<file path="src/common/div_pkg.sv">
// Divide unit package
// Holds the operand width, the iteration constants of the radix-2 core
// and the opcode and FSM state encodings shared by the divide unit
`default_nettype none

package div_pkg;

	// Operand and result width of the RV32 datapath
	localparam int XLEN = 32;

	// Quotient bits retired by the core on every clock
	localparam int BITS_PER_CYCLE = 4;

	// Clocks needed to retire a full quotient
	localparam int DIV_STEPS = XLEN / BITS_PER_CYCLE;

	// The step counter has to reach DIV_STEPS itself, which marks the done cycle
	localparam int DIV_CNT_W = $clog2(DIV_STEPS + 1);

	// Encoded as the pipeline decoder sends them
	typedef enum logic [1:0] {
		DIV  = 2'd0,
		DIVU = 2'd1,
		REM  = 2'd2,
		REMU = 2'd3
	} div_op_e;

	// Control states of the divide unit
	typedef enum logic [1:0] {
		RESET    = 2'd0,
		WAIT     = 2'd1,
		DIVIDING = 2'd2,
		DONE     = 2'd3
	} div_state_e;

endpackage

`default_nettype wire
</file>
<file path="src/common/div_core_if.sv">
// Link between the divide control unit and the iterative core
// Operands are magnitudes, valid in the start cycle and captured at its edge
// Done pulses once per start, with quotient and remainder held afterwards
`default_nettype none

interface div_core_if;
	import div_pkg::*;

	// One-cycle request from the control unit
	logic            start;
	logic [XLEN-1:0] dividend;
	logic [XLEN-1:0] divisor;

	// Unsigned results, valid from the done cycle onwards
	logic [XLEN-1:0] quotient;
	logic [XLEN-1:0] remainder;
	logic            done;

	// Control side issues operands and collects the result
	modport ctrl (
		output start, dividend, divisor,
		input  quotient, remainder, done
	);

	// Core side computes on the captured magnitudes
	modport core (
		input  start, dividend, divisor,
		output quotient, remainder, done
	);

endinterface

`default_nettype wire

</file>
<file path="src/div_top.sv">
// Top level of the RV32 integer divide unit
// Joins the control unit and the iterative core over the core link
`default_nettype none

module div_top (
	input  logic                      CLK,
	input  logic                      nrst,
	input  logic [div_pkg::XLEN-1:0]  op_a,
	input  logic [div_pkg::XLEN-1:0]  op_b,
	input  logic                      div_valid,
	input  div_pkg::div_op_e          div_op,
	output logic                      div_running,
	output logic [div_pkg::XLEN-1:0]  div_out
);

	// Operand and result link between control and core
	div_core_if core_bus ();

	// FSM, sign handling and output register
	divider_unit u_ctrl (
		.CLK         (CLK),
		.nrst        (nrst),
		.op_a        (op_a),
		.op_b        (op_b),
		.div_valid   (div_valid),
		.div_op      (div_op),
		.div_running (div_running),
		.div_out     (div_out),
		.core        (core_bus.ctrl)
	);

	// Unsigned four bits per clock divider
	radix2_divider u_core (
		.CLK  (CLK),
		.nrst (nrst),
		.core (core_bus.core)
	);

endmodule

`default_nettype wire

</file>
<file path="src/divider/divider_unit.sv">
// Integer divide control unit for DIV, DIVU, REM and REMU
// Runs the stall FSM, feeds operand magnitudes to the iterative core,
// and restores signs and divide-by-zero results into the output register
`default_nettype none

module divider_unit (
	input  logic                      CLK,
	input  logic                      nrst,
	input  logic [div_pkg::XLEN-1:0]  op_a,
	input  logic [div_pkg::XLEN-1:0]  op_b,
	input  logic                      div_valid,
	input  div_pkg::div_op_e          div_op,
	output logic                      div_running,
	output logic [div_pkg::XLEN-1:0]  div_out,
	div_core_if.ctrl                  core
);
	import div_pkg::*;

	div_state_e div_state;
	div_state_e div_nstate;

	// Issue happens only while idle, div_valid is ignored in every other state
	logic issue;

	// Sign handling of the incoming operands
	logic signed_op;
	logic a_neg;
	logic b_neg;

	// Captured at issue so the inputs are free to change while dividing
	div_op_e         op_q;
	logic            q_neg_q;
	logic            r_neg_q;
	logic            div_zero_q;
	logic [XLEN-1:0] op_a_q;

	// Result path from the core
	logic            want_quot;
	logic [XLEN-1:0] raw_sel;
	logic [XLEN-1:0] signed_sel;
	logic [XLEN-1:0] result;

	assign issue = (div_state == WAIT) && div_valid;

	// Only DIV and REM treat the operands as two's complement
	assign signed_op = (div_op == DIV) || (div_op == REM);
	assign a_neg     = signed_op && op_a[XLEN-1];
	assign b_neg     = signed_op && op_b[XLEN-1];

	// The core works on magnitudes, so negative signed operands are negated here
	// Negating the most negative value leaves it unchanged, which is the right magnitude
	assign core.start    = issue;
	assign core.dividend = a_neg ? -op_a : op_a;
	assign core.divisor  = b_neg ? -op_b : op_b;

	// State register
	always_ff @(posedge CLK) begin
		if (!nrst) begin
			div_state <= RESET;
		end else begin
			div_state <= div_nstate;
		end
	end

	// RESET idles one cycle, DONE always drops back to WAIT
	always_comb begin
		div_nstate = div_state;
		unique case (div_state)
			RESET:    div_nstate = WAIT;
			WAIT:     div_nstate = div_valid ? DIVIDING : WAIT;
			DIVIDING: div_nstate = core.done ? DONE : DIVIDING;
			DONE:     div_nstate = WAIT;
			default:  div_nstate = RESET;
		endcase
	end

	// Stall level for the pipeline
	// It rises in the issue cycle already so the instruction is held in EXE
	always_comb begin
		unique case (div_state)
			RESET:    div_running = 1'b0;
			WAIT:     div_running = div_valid;
			DIVIDING: div_running = 1'b1;
			DONE:     div_running = 1'b0;
			default:  div_running = 1'b0;
		endcase
	end

	// Opcode, sign flags and zero flag are sampled in the issue cycle
	always_ff @(posedge CLK) begin
		if (issue) begin
			op_q       <= div_op;
			q_neg_q    <= a_neg ^ b_neg;
			r_neg_q    <= a_neg;
			div_zero_q <= (op_b == '0);
			op_a_q     <= op_a;
		end
	end

	// Pick the quotient for DIV and DIVU, the remainder otherwise
	assign want_quot = (op_q == DIV) || (op_q == DIVU);
	assign raw_sel   = want_quot ? core.quotient : core.remainder;

	// Quotient sign is the XOR of the operand signs, remainder takes the dividend sign
	// The flags are clear for unsigned opcodes, so those pass through untouched
	always_comb begin
		if (want_quot ? q_neg_q : r_neg_q) begin
			signed_sel = -raw_sel;
		end else begin
			signed_sel = raw_sel;
		end
	end

	// RISC-V divide by zero gives all ones for the quotient and the dividend as remainder
	// Without this override a negative signed dividend would yield +1 as quotient
	always_comb begin
		if (div_zero_q) begin
			result = want_quot ? '1 : op_a_q;
		end else begin
			result = signed_sel;
		end
	end

	// Loaded on the done edge, so the value is ready in the DONE cycle
	// It then holds until the next operation completes
	always_ff @(posedge CLK) begin
		if (!nrst) begin
			div_out <= '0;
		end else if ((div_state == DIVIDING) && core.done) begin
			div_out <= result;
		end
	end

endmodule

`default_nettype wire

</file>
<file path="src/divider/radix2_divider.sv">
// Unsigned iterative restoring divider
// Retires BITS_PER_CYCLE quotient bits per clock through chained subtract stages
// Quotient bits shift into the dividend register as the dividend bits leave it
`default_nettype none

module radix2_divider (
	input  logic     CLK,
	input  logic     nrst,
	div_core_if.core core
);
	import div_pkg::*;

	// Control state of the iteration
	logic                 busy;
	logic [DIV_CNT_W-1:0] step_cnt;
	logic                 last_step;
	logic                 iterating;

	// Partial remainder, shifting dividend and captured divisor
	logic [XLEN-1:0] part_rem;
	logic [XLEN-1:0] dvd_shift;
	logic [XLEN-1:0] divisor_q;

	// Values after the combinational stages of one clock
	logic [XLEN-1:0] next_rem;
	logic [XLEN-1:0] next_shift;

	// After DIV_STEPS iterations the counter parks here for the done cycle
	assign last_step = (step_cnt == DIV_CNT_W'(DIV_STEPS));
	assign iterating = busy && !last_step;

	// Restoring steps, one per quotient bit
	// The trial value needs XLEN+1 bits because the remainder is shifted before the subtract
	always_comb begin : restoring_steps
		logic [XLEN:0]   trial;
		logic [XLEN:0]   diff;
		logic [XLEN-1:0] rem_v;
		logic [XLEN-1:0] shift_v;

		rem_v   = part_rem;
		shift_v = dvd_shift;
		for (int i = 0; i < BITS_PER_CYCLE; i++) begin
			trial = {rem_v, shift_v[XLEN-1]};
			diff  = trial - {1'b0, divisor_q};
			// A clear sign bit means the divisor fit, so the quotient bit is one
			shift_v = {shift_v[XLEN-2:0], ~diff[XLEN]};
			rem_v   = diff[XLEN] ? trial[XLEN-1:0] : diff[XLEN-1:0];
		end
		next_rem   = rem_v;
		next_shift = shift_v;
	end

	// Start loads the counter, the iteration then runs for DIV_STEPS clocks
	always_ff @(posedge CLK) begin
		if (!nrst) begin
			busy     <= 1'b0;
			step_cnt <= '0;
		end else if (core.start) begin
			busy     <= 1'b1;
			step_cnt <= '0;
		end else if (iterating) begin
			step_cnt <= step_cnt + 1'b1;
		end else if (busy) begin
			// Done cycle ends here
			busy <= 1'b0;
		end
	end

	// Datapath, frozen once the last step is taken so the result holds
	// With a zero divisor every trial fits, giving all ones and the dividend as remainder
	always_ff @(posedge CLK) begin
		if (core.start) begin
			part_rem  <= '0;
			dvd_shift <= core.dividend;
			divisor_q <= core.divisor;
		end else if (iterating) begin
			part_rem  <= next_rem;
			dvd_shift <= next_shift;
		end
	end

	// Done is high for the single cycle in which the counter sits at DIV_STEPS
	assign core.done      = busy && last_step;
	assign core.quotient  = dvd_shift;
	assign core.remainder = part_rem;

endmodule

`default_nettype wire

</file>
<file path="config.mk">
export PLATFORM = sky130hd
export DESIGN_NAME = div_top
export DESIGN_NICKNAME = d
export VERILOG_FILES = /design/src/common/div_pkg.sv /design/src/common/div_core_if.sv /design/src/div_top.sv /design/src/divider/divider_unit.sv /design/src/divider/radix2_divider.sv
export SDC_FILE = /design/constraint.sdc
export NUM_CORES = 1
export LEC_CHECK = 0
export BUFFER_PORTS_ARGS = -buffer_cell sky130_fd_sc_hd__buf_4
export CAP_MARGIN = 20
export CORE_UTILIZATION = 55
export CTS_BUF_LIST = sky130_fd_sc_hd__clkbuf_2
export CTS_CLUSTER_DIAMETER = 100
export DETAILED_ROUTE_END_ITERATION = 16
export PLACE_DENSITY = 0.74
export SYNTH_ARGS = -nofsm -noshare
export SYNTH_HDL_FRONTEND = slang
export SYNTH_SLANG_ARGS = --single-unit
</file>
<file path="constraint.sdc">
create_clock -name CLK -period 10.8 [get_ports CLK]
set_input_delay 1.62 -clock CLK [delete_from_list [all_inputs] [get_ports CLK]]
set_output_delay 1.62 -clock CLK [all_outputs]
set_load 0.03 [all_outputs]
</file>
==> out/metrics.yaml <==
holdCritPathClass: "reg -> reg"
drt-total-wl_mm: 64.7
die_area_sq_um: 30900
max_freq_ghz: 0.0855
final_nets: 2827
hpwl_mm: 46.3
gp_congestion: 1.04
slew_violations: 0
final_cell_mix: "buf_4, nand2_1, o21ai_0"
crit_start: "u_core.core.quotient[31]$_DFFE_PP_"
die_w_um: 176
r2r_start: "u_core.core.quotient[31]$_DFFE_PP_"
port_buffers: 101
yosysWarnings: 0
root_buffer: "clkbuf_2"
crit_end: "u_core.core.remainder[4]$_SDFFE_PP0P_"
worst_pin_slew_ps: 959
synthFlopType: "edfxtp_1"
synth-seq-area-share_pct: 26.6
period_needed_ps: 11690
critPathLaunchType: "register"
clk_pin_slew_worst_paths_ps: 300
antenna_found_initial: 2
cts_buffer_depth: 2
fp.dieH_um: 176
synth_nets: 2222
synth.distinct_cells: 83
drc: 0
path_class: "reg -> reg"
fillerInstances: 1944
insertion_delay_ps: 880
critical_path_arrival_ps: 12460
initial_core_util_pct: 56.0
synth_seq_cells: 171
cp.required_ps: 11560
grt_pass1_wl_mm: 94.5
critPathMaxStageDelay_ps: 520
tritoncts: "built"
r2r.worst_path.cells: 59
postPlaceCellArea_sq_um: 21300
ff2ff_setup_slack_ps: -890
rsz0062_at_grt: "yes"
drt-initial-drc-count: 1868
grt_usage_pct: 39.1
finalWorstSetupSlack_ps: -895
ant_nets: 0
cts_max_level: 4
numCtsBuffers: 17
timing.rr.end: "u_core.core.remainder[4]$_SDFFE_PP0P_"
critPathMaxFanout: 7
fin_crit_sh_pct: 108
synth_enable_flop_cells: 100
synth_area_sq_um: 16600
relSlewSlack_pct: 36.1
grt_max_degree: 97
status: "complete, but fails checks"
hold_viol: 0
synth_cells: 2013
grt_pass1_vias: 18200
vias: 19100
setup_viol: 33
rows: 63
viasPerCell: 6.34
violations: "negative setup slack"
crit_path_end_kind: "register"
avgSynthCellArea_sq_um: 8.25
overflow: 0
synth_async_sr_flop_share_pct: 0
cts.sinks: 171
final_area_sq_um: 23500
maxCapViolations: 0
post-place-ws_ps: -1210
cp_slowest_cell: "a2111o_1"
drtPass1Iterations: 6
routedWlPerCell_um: 21.4
syn_to_final_growth_pct: 41.5
drive_above_1_share_pct: 34.9
layout_commonest_cell: "buf_4"
fin_skew_ps: 37.2
core_area_sq_um: 29600
pin_count: 102
-- how the worst min path moves through the flow --
stage,start,end,cells past startpoint
floorplan,u_core.step_cnt[1]$_SDFFE_PP0P_,u_core.step_cnt[1]$_SDFFE_PP0P_,2
global placement,u_ctrl.div_out[9]$_SDFFE_PN0P_,u_ctrl.div_out[9]$_SDFFE_PN0P_,2
detailed placement,u_ctrl.div_out[15]$_SDFFE_PN0P_,u_ctrl.div_out[15]$_SDFFE_PN0P_,2
CTS,u_ctrl.div_out[28]$_SDFFE_PN0P_,u_ctrl.div_out[28]$_SDFFE_PN0P_,2
global route,u_ctrl.div_out[31]$_SDFFE_PN0P_,u_ctrl.div_out[31]$_SDFFE_PN0P_,2
finish,u_ctrl.div_out[19]$_SDFFE_PN0P_,u_ctrl.div_out[19]$_SDFFE_PN0P_,2
-- worst max-delay path, delay by kind of cell, from the launching register on --
family,cells,cell delay [ps]
and+or+nand+nor,10,1730
DFF,1,480
buffers and inverters,13,1780
adders and majority gates,5,1430
AOI/OAI and AO/OA,29,5700
muxes,1,210
xor gates and xnor gates,1,240
-- sequential cells by signal (all words and copies together) (netlist names) --
name and flops:
u_ctrl.q_neg_q 1, u_ctrl.div_out 32, u_core.core.remainder 32, u_ctrl.div_state 2, u_ctrl.op_q 1, u_ctrl.div_zero_q 1
u_core.divisor_q 32, u_core.busy 1, u_core.step_cnt 4, u_ctrl.op_a_q 32, u_core.core.quotient 32, u_ctrl.r_neg_q 1
-- synthesized netlist by cell type, types with 23 or more instances --
cell type | count | area share [%]
a21o_1 | 55 | 2.5
a21oi_1 | 174 | 5.2
nor3_1 | 64 | 1.9
xor2_1 | 76 | 4.0
dfxtp_1 | 71 | 8.6
xnor2_1 | 113 | 6.0
o21ai_0 | 177 | 5.3
inv_1 | 75 | 1.7
nor2_1 | 141 | 3.2
o21a_1 | 31 | 1.4
ha_1 | 136 | 10
o31ai_1 | 26 | 1.2
a21boi_0 | 33 | 1.5
clkbuf_1 | 59 | 1.3
nor2b_1 | 23 | 0.87
o221ai_1 | 33 | 1.7
nand2_1 | 205 | 4.6
a211oi_1 | 23 | 1.0
mux2_2 | 37 | 2.5
mux2i_1 | 56 | 3.4
nand2b_1 | 33 | 1.2
edfxtp_1 | 100 | 18
nand3_1 | 27 | 0.81
-- logic make-up after synthesis --
kind of cell    share of synthesized area (%)
simple gates                             16.9
flops                                    26.6
mux                                      6.02
buf+inv                                  3.84
compound gates                           25.8
fa+ha+maj                                10.7
xor+xnor                                 10.1
-- final cells by class --
cell class | instances | area, sq um | area share, %
Multi-Input combinational cell | 1686 | 12600 | 53.8
Timing Repair Buffer | 666 | 5390 | 22.9
Sequential cell | 171 | 4420 | 18.8
Tap cell | 390 | 488 | 2.08
Inverter | 76 | 285 | 1.21
Clock inverter | 15 | 190 | 0.809
Clock buffer | 17 | 85.1 | 0.362
Antenna cell | 1 | 2.50 | 0.0107
-- per-stage QoR --
stage / utilization [%] / cells / hold WS, ps / setup TNS (ps)
after CTS: 76.0 / 2985 / 481 / -9310
after floorplan: - / 2013 / 466 / -3080
after global routing: 79.3 / 3022 / 505 / -34430
after detailed placement: 71.9 / 2902 / 456 / -36190
final: 79.3 / 3022 / 480 / -26420
after global placement: 71.9 / 2902 / 450 / -26830
-- per-layer routing --
layer  vias to the layer above  share of wire (%)  GRT usage [%]
met4                         2                7.5           22.6
met1                      8978                 39           49.5
met5                         -              0.020              0
met3                       337                9.3           5.54
li1                       8620                  -              -
met2                      1209                 45           63.6
-- what timing repair did --
action / in CTS / in global routing
gates resized for setup: 100 / 128
hold endpoints to repair: 0 / 0
endpoints found under the setup margin: 33 / 33
buffers inserted: 49 / 31
hold buffers: 0 / 0
pin swaps: 47 / 71
cloned: 2 / 5
Power is not shown: default switching activity piles up to over one toggle a cycle in this logic, so the estimate is an artifact.
